### src/source/vec_pkg.sv
/*
  Shared sizes, types and operation codes of the vector coprocessor.
  VlMax must stay a power of two: element indices are split into
  lane and slot fields by bit slicing.
*/
package vec_pkg;

  //////////////////////////////////////////////////////////////////////
  // Sizes
  //////////////////////////////////////////////////////////////////////

  localparam int unsigned NrLanes      = 4;
  localparam int unsigned ElemWidth    = 32;
  localparam int unsigned SlotsPerLane = 4;
  localparam int unsigned NrVRegs      = 8;
  localparam int unsigned VlMax        = NrLanes * SlotsPerLane;
  // Read stage plus writeback stage
  localparam int unsigned NrInFlight   = 2;

  // Derived field widths
  localparam int unsigned LaneIdWidth  = $clog2(NrLanes);
  localparam int unsigned SlotWidth    = $clog2(SlotsPerLane);
  localparam int unsigned ElemIdxWidth = $clog2(VlMax);
  localparam int unsigned VRegWidth    = $clog2(NrVRegs);
  localparam int unsigned VlWidth      = $clog2(VlMax + 1);

  //////////////////////////////////////////////////////////////////////
  // Types
  //////////////////////////////////////////////////////////////////////

  typedef logic [ElemWidth-1:0] elem_t;
  typedef logic [VRegWidth-1:0] vreg_t;
  typedef logic [VlWidth-1:0]   vl_t;
  typedef logic [SlotWidth-1:0] slot_t;

  typedef enum logic [3:0] {
    VADD_VV = 4'd0,
    VSUB_VV = 4'd1,
    VAND_VV = 4'd2,
    VOR_VV  = 4'd3,
    VXOR_VV = 4'd4,
    VADD_VX = 4'd5,
    VMV_VX  = 4'd6,
    VCPOP_M = 4'd7,
    VEXT_XV = 4'd8
  } vec_op_e;

  // Operations that return a scalar instead of writing vd
  function automatic logic is_reduction(vec_op_e op);
    return (op == VCPOP_M) || (op == VEXT_XV);
  endfunction

endpackage : vec_pkg
### src/source/vec_sequencer.sv
/*
  Steps each instruction through the lanes one slot per cycle.
  A new instruction may be taken during the last read slot of the
  previous one. Operands are not forwarded, so any register overlap
  with an in-flight destination stalls until that writeback is done.
*/
`timescale 1ns/1ps

module vec_sequencer import vec_pkg::*; (
  input  logic               clk_i,
  input  logic               rst_n_i,
  // From the dispatcher
  input  logic               issue_valid_i,
  output logic               issue_ready_o,
  input  vec_op_e            issue_op_i,
  input  vreg_t              issue_vd_i,
  input  vreg_t              issue_vs1_i,
  input  vreg_t              issue_vs2_i,
  input  elem_t              issue_scalar_i,
  input  vl_t                issue_vl_i,
  // Operand read, broadcast to the lanes
  output logic               rd_valid_o,
  output slot_t              rd_slot_o,
  output vreg_t              rd_vs1_o,
  output vreg_t              rd_vs2_o,
  // Writeback, one cycle after the read
  output logic               wb_valid_o,
  output slot_t              wb_slot_o,
  output vreg_t              wb_vd_o,
  output vec_op_e            wb_op_o,
  output elem_t              wb_scalar_o,
  output logic [NrLanes-1:0] wb_active_o,
  // Reductions towards the mask unit
  output logic               red_valid_o,
  output logic               red_first_o,
  output logic               red_last_o,
  output vec_op_e            red_op_o,
  output slot_t              red_slot_o,
  output logic [NrLanes-1:0] red_active_o,
  output elem_t              red_index_o,
  input  logic               red_ready_i,
  output logic               busy_o
);

  // Read stage
  logic               act_q;
  slot_t              slot_q;
  vec_op_e            op_q;
  vreg_t              vd_q;
  vreg_t              vs1_q;
  vreg_t              vs2_q;
  elem_t              scalar_q;
  vl_t                vl_q;
  vl_t                vl_m1;
  slot_t              last_slot;
  logic               last;
  logic [NrLanes-1:0] rd_active;

  // Destinations still to be written
  logic [NrInFlight-1:0] trk_valid;
  vreg_t                 trk_vd [NrInFlight];
  logic                  hazard;
  logic                  red_block;
  logic                  issue_fire;

  //////////////////////////////////////////////////////////////////////
  // Slot stepping and active lanes
  //////////////////////////////////////////////////////////////////////

  // vl of 0 still takes one read cycle with all lanes off
  assign vl_m1     = vl_q - vl_t'(1);
  assign last_slot = (vl_q == '0) ? '0 : slot_t'(vl_m1 >> LaneIdWidth);
  assign last      = act_q & (slot_q == last_slot);

  always_comb begin
    logic [ElemIdxWidth-1:0] elem_idx;
    for (int l = 0; l < NrLanes; l++) begin
      elem_idx     = {slot_q, LaneIdWidth'(l)};
      rd_active[l] = (vl_t'(elem_idx) < vl_q);
    end
  end

  //////////////////////////////////////////////////////////////////////
  // Hazards and issue
  //////////////////////////////////////////////////////////////////////

  assign trk_valid[0] = act_q & ~is_reduction(op_q);
  assign trk_vd[0]    = vd_q;
  assign trk_valid[1] = wb_valid_o;
  assign trk_vd[1]    = wb_vd_o;

  always_comb begin
    hazard = 1'b0;
    for (int i = 0; i < NrInFlight; i++) begin
      if (trk_valid[i] && (trk_vd[i] == issue_vs1_i || trk_vd[i] == issue_vs2_i ||
                           trk_vd[i] == issue_vd_i)) begin
        hazard = 1'b1;
      end
    end
  end

  // Mask unit busy, or another reduction still reading
  assign red_block = is_reduction(issue_op_i) &
                     (~red_ready_i | (act_q & is_reduction(op_q)));

  assign issue_ready_o = (~act_q | last) & ~hazard & ~red_block;
  assign issue_fire    = issue_valid_i & issue_ready_o;

  always_ff @(posedge clk_i or negedge rst_n_i) begin
    if (!rst_n_i) begin
      act_q  <= 1'b0;
      slot_q <= '0;
    end else if (issue_fire) begin
      act_q  <= 1'b1;
      slot_q <= '0;
    end else if (act_q) begin
      act_q  <= ~last;
      slot_q <= slot_q + slot_t'(1);
    end
  end

  always_ff @(posedge clk_i) begin
    if (issue_fire) begin
      op_q     <= issue_op_i;
      vd_q     <= issue_vd_i;
      vs1_q    <= issue_vs1_i;
      vs2_q    <= issue_vs2_i;
      scalar_q <= issue_scalar_i;
      vl_q     <= issue_vl_i;
    end
  end

  //////////////////////////////////////////////////////////////////////
  // Writeback stage
  //////////////////////////////////////////////////////////////////////

  always_ff @(posedge clk_i or negedge rst_n_i) begin
    if (!rst_n_i) begin
      wb_valid_o <= 1'b0;
    end else begin
      wb_valid_o <= act_q & ~is_reduction(op_q);
    end
  end

  always_ff @(posedge clk_i) begin
    wb_slot_o   <= slot_q;
    wb_vd_o     <= vd_q;
    wb_op_o     <= op_q;
    wb_scalar_o <= scalar_q;
    wb_active_o <= rd_active;
  end

  assign rd_valid_o = act_q;
  assign rd_slot_o  = slot_q;
  assign rd_vs1_o   = vs1_q;
  assign rd_vs2_o   = vs2_q;

  assign red_valid_o  = act_q & is_reduction(op_q);
  assign red_first_o  = (slot_q == '0);
  assign red_last_o   = last;
  assign red_op_o     = op_q;
  assign red_slot_o   = slot_q;
  assign red_active_o = rd_active;
  assign red_index_o  = scalar_q;

  assign busy_o = act_q | wb_valid_o;

endmodule : vec_sequencer

### config.mk
export PLATFORM = sky130hd
export DESIGN_NAME = vec_sequencer
export DESIGN_NICKNAME = d
export VERILOG_FILES = /design/src/source/vec_pkg.sv /design/src/source/vec_sequencer.sv
export SDC_FILE = /design/constraint.sdc
export NUM_CORES = 1
export LEC_CHECK = 0
export BUFFER_PORTS_ARGS = -buffer_cell sky130_fd_sc_hd__buf_2
export CAP_MARGIN = 10
export CORE_ASPECT_RATIO = 1.1
export CORE_MARGIN = 3
export CORE_UTILIZATION = 40
export CTS_CLUSTER_DIAMETER = 40
export DETAILED_ROUTE_END_ITERATION = 10
export PLACE_DENSITY = 0.84
export SYNTH_ARGS = -nofsm -noshare
export SYNTH_HDL_FRONTEND = slang
export SYNTH_SLANG_ARGS = --single-unit
### constraint.sdc
create_clock -name clk_i -period 2.3 [get_ports clk_i]
set_input_delay 0 -clock clk_i [delete_from_list [all_inputs] [get_ports clk_i]]
set_output_delay 0 -clock clk_i [all_outputs]
set_load 0.005 [all_outputs]
==> impl_metrics.tcl, run 1 <==
set metrics [dict create \
    rr_startpoint "vd_q[1]" \
    fin_crit_sh 0.925 \
    overflow 0 \
    routed-wl-met3_um 447 \
    multi_input_area_sq_um 563 \
    ys.flop_type "edfxtp_1" \
    post-synth-top-count-cell "edfxtp_1" \
    placed_area_sq_mm 0.00405 \
    cp_data_required_time_ps 2300 \
    synth_edf_count 50 \
    grt_use_total 0.175 \
    h-tree-depth 3 \
    clockBufferDepth 2 \
    cts_buffers 9 \
    grt_pass1_wl_mm 12.0 \
    initial_utilization 0.414 \
    postSynthAreaPerCell_sq_um 17.3 \
    portBuffers 155 \
    ys_ff_latch 99 \
    antenna_cells 0 \
    p_int_mw 3.93 \
    crit_path_end "issue_ready_o" \
    worstSetupPathType "flop to primary output" \
    register_area_sq_mm 0.00250 \
    antenna_found_initial 0 \
    critPathLaunchType "flop" \
    worstPathMaxFanout 4 \
    grt_max_degree 21 \
    ir_drop_mv 0.456 \
    top_layer "met4" \
    synth.cell_area_sq_mm 0.00309 \
    cts_root_buf "clkbuf_8" \
    die-height_um 98.2 \
    period_needed_ps 2130 \
    slew_headroom 0.769 \
    drv_slew 0 \
    timing.fmax_mhz 470 \
    crit_path_top_delay_cell "edfxtp_1" \
    comb_power_share 0.300 \
    swShare 0.298 \
    grt_pass1_vias 2424 \
    yosysTopAreaCell "edfxtp_1" \
    yosysSeqAreaShare 0.809 \
    switching_power_mw 1.67 \
    vias_per_cell 4.45 \
    coreArea_sq_mm 0.00747 \
    clk_pin_slew_ps 90 \
    fp.dieW_um 89.9 \
    clock_sinks 99 \
    syn-instance-count 179 \
    wirelength_mm 7.55 \
    clk_latency_ps 350 \
    status "complete, no violations" \
    synthTopCellsByCount "edfxtp_1 (50), dfxtp_1 (45), xnor2_1 (12)" \
    die_area_sq_mm 0.00883 \
    area_growth_pct 56.7 \
    gp_congestion 0.813 \
    final_antenna_net_count 0 \
    end_kind "primary output" \
    vias 2294 \
    drtIter0Drc 69 \
    wl_met1_mm 2.80 \
    cpPeakStageDelay_ps 430 \
    cp.arrival_ps 2130 \
    layout.nets 463 \
    hold_viol_final 0 \
    drc 0 \
    fillers 544 \
    cts_tree "done" \
    synthTopCellsByArea "edfxtp_1 (49%), dfxtp_1 (29%), xnor2_1 (3.4%)" \
    synth-async-reset-ratio 0.0404 \
    yosys_warnings 0 \
    final_cell_area_sq_mm 0.00485 \
    clkPwrFrac 0.210 \
    maxCapViolCount 0 \
    worstMarginPinSlew_ps 347 \
    wl_per_cell_um 14.7 \
    first_pass_iters 4 \
    synth.distinct_cells 34 \
    seq_power_share 0.490 \
    drive_above_1_share 0.459 \
    io_pins 156 \
    rows 33 \
    crit_chain "or3_4 -> o21ai_0 -> xnor2_1 -> o21ai_2 -> buf_4 -> and3_1 -> buf_2" \
    r2r_slack_ps 180 \
    yosys.area.top_type_share 0.485 \
    hold_class "input port to flop" \
    cellPowerDensity_mw_per_mm2 1150 \
    wl_met2_mm 4.03 \
    power.leakage_nw 2.13 \
    fin_util 0.649 \
    synth_nets 237 \
    place.detailed.hpwl_mm 5.22 \
    setup_violations 0 \
    reg2reg_to "red_index_o[21]" \
    crit_start "vl_q[2]" \
    r2r_cells 6 \
    finalClockSkew_ps 9.78 \
]
[logic make-up (layout without fill, tap and decap cells)]
group / after synthesis / after routing / synth area share
DFF: 99 / 99 / 0.809
buffers and inverters: 10 / 241 / 0.0146
xor gates and xnor gates: 21 / 21 / 0.0594
muxes: 2 / 2 / 0.00647
adders and majority gates: 4 / 4 / 0.0162
AOI/OAI and AO/OA: 15 / 15 / 0.0328
and+or+nand+nor: 28 / 28 / 0.0619
[worst max-delay path: cells and delay by family (launching register included)]
family          cells  cell delay (ps)
xor+xnor            1              180
flops               1              430
buf+inv             2              280
compound gates      2              300
simple gates        2              590
[final cells by class]
| type | instances | area share |
|---|---|---|
| clock inverters | 5 | 0.0139 |
| repair buffers | 218 | 0.290 |
| multi-input cells | 70 | 0.116 |
| inverters | 7 | 0.00542 |
| clock buffers | 11 | 0.0312 |
| well taps | 105 | 0.0271 |
| flip-flops and latches | 99 | 0.516 |
[sequential cells by signal, summed over array words and instances (netlist names)]
| signal | count |
|---|---|
| rd_vs1_o | 3 |
| vd_q | 3 |
| wb_op_o | 4 |
| rd_vs2_o | 3 |
| rd_slot_o | 2 |
| wb_scalar_o | 32 |
| rd_valid_o | 1 |
| wb_valid_o | 1 |
| red_op_o | 4 |
| wb_vd_o | 3 |
| red_index_o | 32 |
| wb_slot_o | 2 |
| vl_q | 5 |
| wb_active_o | 4 |
[metrics by stage]
step | TNS, ps | setup slack, ps | hold slack [ps] | power [mW] | cells
after floorplan | 0 | 147 | -296 | 3.42 | 179
after global placement | 0 | 229 | -192 | 4.26 | 442
after detailed placement | 0 | 79.4 | -192 | 4.33 | 442
after CTS | 0 | 50.7 | 79.2 | 5.58 | 511
after global routing | -4.61 | -1.49 | 151 | 5.91 | 515
final | 0 | 172 | 113 | 5.60 | 515
[metal layers]
metal  vias to the layer above  GRT usage
li1                       1088          -
met1                      1085      0.182
met2                       101      0.321
met3                        20     0.0501
met4                         0     0.0919
met5                         -          0
[how the worst min path moves through the flow]
stage	start	endpoint	slack [ps]	cells after the start
global route	red_ready_i	rd_valid_o	150	3
floorplan	rst_n_i	rd_slot_o[0]	-300	0
detailed placement	rst_n_i	rd_slot_o[1]	-190	1
CTS	red_ready_i	rd_valid_o	80	3
global placement	rst_n_i	rd_slot_o[1]	-190	1
finish	red_ready_i	rd_valid_o	110	3
[power by group through the flow]
| stage | Clock, mW | Combinational [mW] | Sequential [mW] |
|---|---|---|---|
| finish | 1.18 | 1.68 | 2.74 |
| global route | 1.28 | 1.82 | 2.82 |
| CTS | 1.21 | 1.63 | 2.73 |
| detailed placement | 0 | 1.55 | 2.77 |
| global placement | 0 | 1.51 | 2.75 |
| floorplan | 0 | 0.624 | 2.80 |
[what timing repair did]
item,in CTS,in global routing
setup buffers,0,4
endpoints found under the setup margin,0,45
hold buffers,53,0
resized for setup,0,3
endpoints found under the hold margin,55,0
[layout by cell type (no fill, tap or decap), types with 2 or more instances in the layout]
cell,count
buf_4,8
ha_1,4
a21oi_1,3
nor3b_1,2
edfxtp_1,50
inv_6,2
dfxtp_1,45
nor2b_1,3
nor2_1,3
inv_1,7
and2_1,2
a21o_1,3
mux2i_1,2
o21ai_0,4
nand4_1,3
nor3_1,3
buf_12,2
clkbuf_8,11
xor2_1,9
buf_2,155
dlygate4sd3_1,53
xnor2_1,12
dfrtp_1,4
No activity file was read; power rests on OpenSTA's default activity.
==> inputs of run 2 (changes only) <==
--- a/config.mk
+++ b/config.mk
@@ -12,7 +12,7 @@
 export CORE_UTILIZATION = 40
 export CTS_CLUSTER_DIAMETER = 40
 export DETAILED_ROUTE_END_ITERATION = 10
-export PLACE_DENSITY = 0.84
+export PLACE_DENSITY = 0.74
 export SYNTH_ARGS = -nofsm -noshare
 export SYNTH_HDL_FRONTEND = slang
 export SYNTH_SLANG_ARGS = --single-unit
==> constraint.sdc (replaced) <==
create_clock -name clk_i -period 2.3 [get_ports clk_i]
set_input_delay 0.46 -clock clk_i [delete_from_list [all_inputs] [get_ports clk_i]]
set_output_delay 0.46 -clock clk_i [all_outputs]
set_load 0.005 [all_outputs]
==> run 2 against run 1 <==
  * The run now ends with negative setup slack left
  * Cell count is 10% lower
  * Combinational power hardly changed
  * Register-to-register slack hardly changed
  * Clock power is 15% lower
  * Critical path depth is 1 lower
  * Worst hold slack better by 150 ps
  * Clock-buffer cell count stayed put
  * Cell area is 11% lower
  * Global-route usage is 3.0 points lower
  * Wire length is 16% lower
  * Worst setup slack worse by 270 ps
  * Total power is 4.2% lower
==> impl_metrics.tcl, run 2 (synthesis results as in run 1) <==
set metrics [dict create \
    period_needed_ps 2400 \
    clk_latency_ps 360 \
    setup_violations 2 \
    gp_congestion 0.707 \
    cp_num_buf_inv 1 \
    h-tree-depth 3 \
    fin_crit_sh 1.04 \
    cp_top_family "simple AND/OR/NAND/NOR gates" \
    coreArea_sq_mm 0.00747 \
    end_kind "primary output" \
    overflow 0 \
    hold_class "input port to flop" \
    clock_sinks 99 \
    clk_pin_slew_ps 100 \
    critPathLaunchType "flop" \
    crit_start "vl_q[2]" \
    layout.nets 409 \
    min-delay-start "issue_scalar_i[16]" \
    first_pass_iters 4 \
    r2r_slack_ps 190 \
    ir_drop_mv 0.522 \
    reg2reg_to "red_index_o[11]" \
    die_area_sq_mm 0.00883 \
    worstPathMaxFanout 2 \
    final_common_cell "buf_2" \
    wirelength_mm 6.34 \
    maxCapViolCount 0 \
    cpPeakStageDelay_ps 420 \
    power.leakage_nw 1.88 \
    fin_cells 461 \
    rsz0062_at_grt "yes" \
    crit_path_top_delay_cell "edfxtp_1" \
    status "finished with violations" \
    worstMarginPinSlew_ps 287 \
    cts_root_buf "clkbuf_8" \
    clockBufferDepth 2 \
    final_antenna_net_count 0 \
    initial_utilization 0.414 \
    crit_path_end "issue_ready_o" \
    drive_above_1_share 0.534 \
    grt_max_degree 29 \
    fin_ws_ps -97.8 \
    cellPowerDensity_mw_per_mm2 1250 \
    crit_chain "or3_4 -> mux2i_1 -> xnor2_1 -> o21ai_2 -> and3_1 -> buf_2" \
    portBuffers 155 \
    area_growth_pct 39.0 \
    fp.dieW_um 89.9 \
    timing.fmax_mhz 417 \
    worst_hold_slack_ps 268 \
    crit_cells 6 \
    worstSetupPathType "flop to primary output" \
    wl_per_cell_um 13.7 \
    die-height_um 98.2 \
    slew_headroom 0.807 \
    cp_data_required_time_ps 1840 \
    grt_pass1_wl_mm 9.96 \
    rr_startpoint "vd_q[1]" \
    cts_buffers 9 \
    grt_use_total 0.145 \
    drc 0 \
    final_cell_mix "buf_2 (154), edfxtp_1 (50), dfxtp_1 (45), xnor2_1 (11)" \
    vias_per_cell 4.32 \
    rows 33 \
    finalClockSkew_ps 12.1 \
    io_pins 156 \
    grt_pass1_vias 1929 \
    place.detailed.hpwl_mm 4.95 \
    antenna_found_initial 0 \
    hold_viol_final 0 \
    antenna_cells 0 \
    dp_cells 442 \
    drtIter0Drc 51 \
    r2r_cells 6 \
    vias 1990 \
    cp.arrival_ps 1940 \
    drv_slew 0 \
    cts_tree "done" \
    failed_checks "negative setup slack" \
]
## run 2: area by class of cell
cell class                 instances  area [sq um]
inverter                           7          26.3
tap                              105           131
timing repair buffer             164           881
clock buffer                      11           131
multi-input combinational         70           584
sequential                        99          2500
fill                             636          3170
clock inverter                     5          45.0
## run 2: metrics by stage
stage                     TNS, ps  setup WS (ps)  utilization  total power [mW]  area, sq um
final                        -170          -97.8        0.576              5.36         4300
after global routing         -482           -212        0.576              5.72         4300
after CTS                    -275           -132        0.571              5.38         4270
after detailed placement        0            112        0.542              4.33         4050
after global placement          0            156        0.542              4.30         4050
after floorplan                 0            147            -              3.42         3100
## run 2: metal layers
layer / up-vias / global-route usage / share of wire
met3: 6 / 0.0508 / 0.077
met2: 89 / 0.244 / 0.51
met4: 0 / 0.0565 / 0.011
met5: - / 0 / 0
li1: 976 / - / -
met1: 919 / 0.173 / 0.41
## run 2: repair_timing
action                                  in CTS  in global routing
gates resized for setup                      4                  7
hold buffers                                 1                  0
endpoints found under the hold margin        4                  0
cloned                                       0                  0
endpoints found under the setup margin       2                  4
pin swaps                                    2                  4
setup buffers                                2                  0
## run 2: power breakdown
group | total (mW) | switching [mW] | leakage [nW] | internal [mW]
clock | 1.00 | 0.591 | 0.0864 | 0.412
combinational | 1.65 | 0.799 | 0.908 | 0.849
sequential | 2.71 | 0.246 | 0.888 | 2.47
## run 2: worst min path at each step
stage                            to  slack, ps  cells past startpoint
floorplan              rd_slot_o[0]        160                      0
CTS                 red_index_o[27]        250                      1
global placement       rd_slot_o[1]        270                      1
finish              red_index_o[16]        270                      1
detailed placement       wb_valid_o        270                      1
global route         red_index_o[8]        240                      1
## run 2: worst reg2reg max path: cells and delay by family (launching register included)
family / cells / cell delay, ps
and+or+nand+nor: 3 / 600
DFF: 1 / 480
AOI/OAI and AO/OA: 1 / 330
xor gates and xnor gates: 1 / 210
buffers and inverters: 1 / 190
==> inputs of run 3 (changes only) <==
--- a/config.mk
+++ b/config.mk
@@ -13,6 +13,7 @@
 export CTS_CLUSTER_DIAMETER = 40
 export DETAILED_ROUTE_END_ITERATION = 10
 export PLACE_DENSITY = 0.74
+export SKIP_LAST_GASP = 1
 export SYNTH_ARGS = -nofsm -noshare
 export SYNTH_HDL_FRONTEND = slang
 export SYNTH_SLANG_ARGS = --single-unit
==> run 3 against run 2 <==
  * The run still ends with negative setup slack left
  * Wire length is essentially flat
  * Register-to-register slack about the same
  * Sequential power is essentially flat
  * First-iteration DRC count unchanged
  * Sequential share of layout area unchanged
  * Non-clock buffer count unchanged
  * Via count decreased by 0.15%
  * Clock power about the same
  * Cell count is the same
  * Worst setup slack about the same
  * Largest cell class unchanged
  * Largest power group unchanged
  * Highest routed layer unchanged
==> impl_metrics.tcl, run 3 (synthesis results as in run 1) <==
set metrics [dict create \
    die-height_um 98.2 \
    finalClockSkew_ps 12.1 \
    final_antenna_net_count 0 \
    area_growth_pct 39.0 \
    rows 33 \
    timing.fmax_mhz 417 \
    grt_pass1_vias 1929 \
    drc 0 \
    worstMarginPinSlew_ps 287 \
    hold_viol_final 0 \
    portBuffers 155 \
    wl_per_cell_um 13.7 \
    gp_congestion 0.707 \
    crit_start "vl_q[2]" \
    power.leakage_nw 1.88 \
    finalPower_mw 5.36 \
    hold_depth 1 \
    ir_drop_mv 0.522 \
    clock_sinks 99 \
    rr_startpoint "vd_q[1]" \
    status "finished with violations" \
    cellPowerDensity_mw_per_mm2 1250 \
    placed_area_sq_mm 0.00405 \
    clk_pin_slew_ps 100 \
    cts_root_buf "clkbuf_8" \
    r2r_cells 6 \
    io_pins 156 \
    pre_cts_ws_ps 112 \
    grt_use_total 0.145 \
    overflow 0 \
    reg2reg_to "red_index_o[11]" \
    cp.arrival_ps 1940 \
    final_common_cell "buf_2" \
    maxCapViolCount 0 \
    clockBufferDepth 2 \
    grt_max_degree 29 \
    fin_util 0.576 \
    first_pass_iters 4 \
    end_kind "primary output" \
    register_area_sq_mm 0.00250 \
    antenna_found_initial 0 \
    drtIter0Drc 51 \
    wirelength_mm 6.34 \
    die_area_sq_mm 0.00883 \
    coreArea_sq_mm 0.00747 \
    hold_class "input port to flop" \
    fp.dieW_um 89.9 \
    fin_tns_setup_ps -166 \
    grt_pass1_wl_mm 9.96 \
    multi_input_area_sq_um 584 \
    fin_ws_ps -97.7 \
    final_cell_area_sq_mm 0.00430 \
    clk_latency_ps 360 \
    period_needed_ps 2400 \
    setup_violations 2 \
    drive_above_1_share 0.534 \
    initial_utilization 0.414 \
    place.detailed.hpwl_mm 4.95 \
    antenna_cells 0 \
    fillers 636 \
    fin_crit_sh 1.04 \
    vias 1987 \
    rsz0062_at_grt "yes" \
    layout.nets 409 \
    cts_buffers 9 \
    cts_tree "done" \
    r2r_slack_ps 190 \
    worstPathMaxFanout 2 \
    cp_data_required_time_ps 1840 \
    failed_checks "negative setup slack" \
    slew_headroom 0.807 \
    critPathLaunchType "flop" \
    drv_slew 0 \
    crit_path_end "issue_ready_o" \
    final_cell_mix "buf_2 (154), edfxtp_1 (50), dfxtp_1 (45), xnor2_1 (11)" \
    h-tree-depth 3 \
    worstSetupPathType "flop to primary output" \
    vias_per_cell 4.31 \
]
[run 3: critical path, cell delays in order (launching register included)]
cell and delay [ps]:
edfxtp_1 420, or3_4 420, mux2i_1 190, xnor2_1 180
o21ai_2 90, and3_1 160, buf_2 130
[run 3: metal layers]
metal | part of all wire | routed length, um | global-route usage | vias to the layer above
met3 | 0.076 | 484 | 0.0508 | 7
met4 | 0.012 | 74 | 0.0565 | 0
li1 | - | - | - | 976
met5 | 0 | 0 | 0 | -
met2 | 0.51 | 3200 | 0.244 | 88
met1 | 0.41 | 2580 | 0.173 | 916
[run 3: layout make-up]
class,instances,share of cell area
repair buffers,164,0.205
flip-flops and latches,99,0.582
multi-input cells,70,0.136
clock inverters,5,0.0105
clock buffers,11,0.0305
inverters,7,0.00611
well taps,105,0.0305
[run 3: repair_timing]
item                                   CTS  global route
cloned                                   0             0
gates resized for setup                  3             8
hold buffers                             1             0
setup endpoints to repair                2             5
pin swaps                                1             3
endpoints found under the hold margin    4             0
buffers inserted                         2             0
[run 3: how the worst min path moves through the flow]
stage	startpoint	to	slack [ps]
finish	issue_scalar_i[16]	red_index_o[16]	270
global route	issue_scalar_i[8]	red_index_o[8]	240
CTS	issue_scalar_i[27]	red_index_o[27]	250
detailed placement	rst_n_i	wb_valid_o	270
global placement	rst_n_i	rd_slot_o[1]	270
floorplan	rst_n_i	rd_slot_o[0]	160
[run 3: report_power, final]
group          leakage [nW]  switching [mW]  internal, mW
registers             0.888           0.246          2.47
clock network        0.0864           0.591         0.412
logic                 0.908           0.799         0.849
total                  1.88            1.64          3.73
[run 3: through the flow]
step,std cells,hold slack [ps]
after floorplan,179,164
after global placement,442,273
after detailed placement,442,270
after CTS,461,250
after global routing,461,239
final,461,267
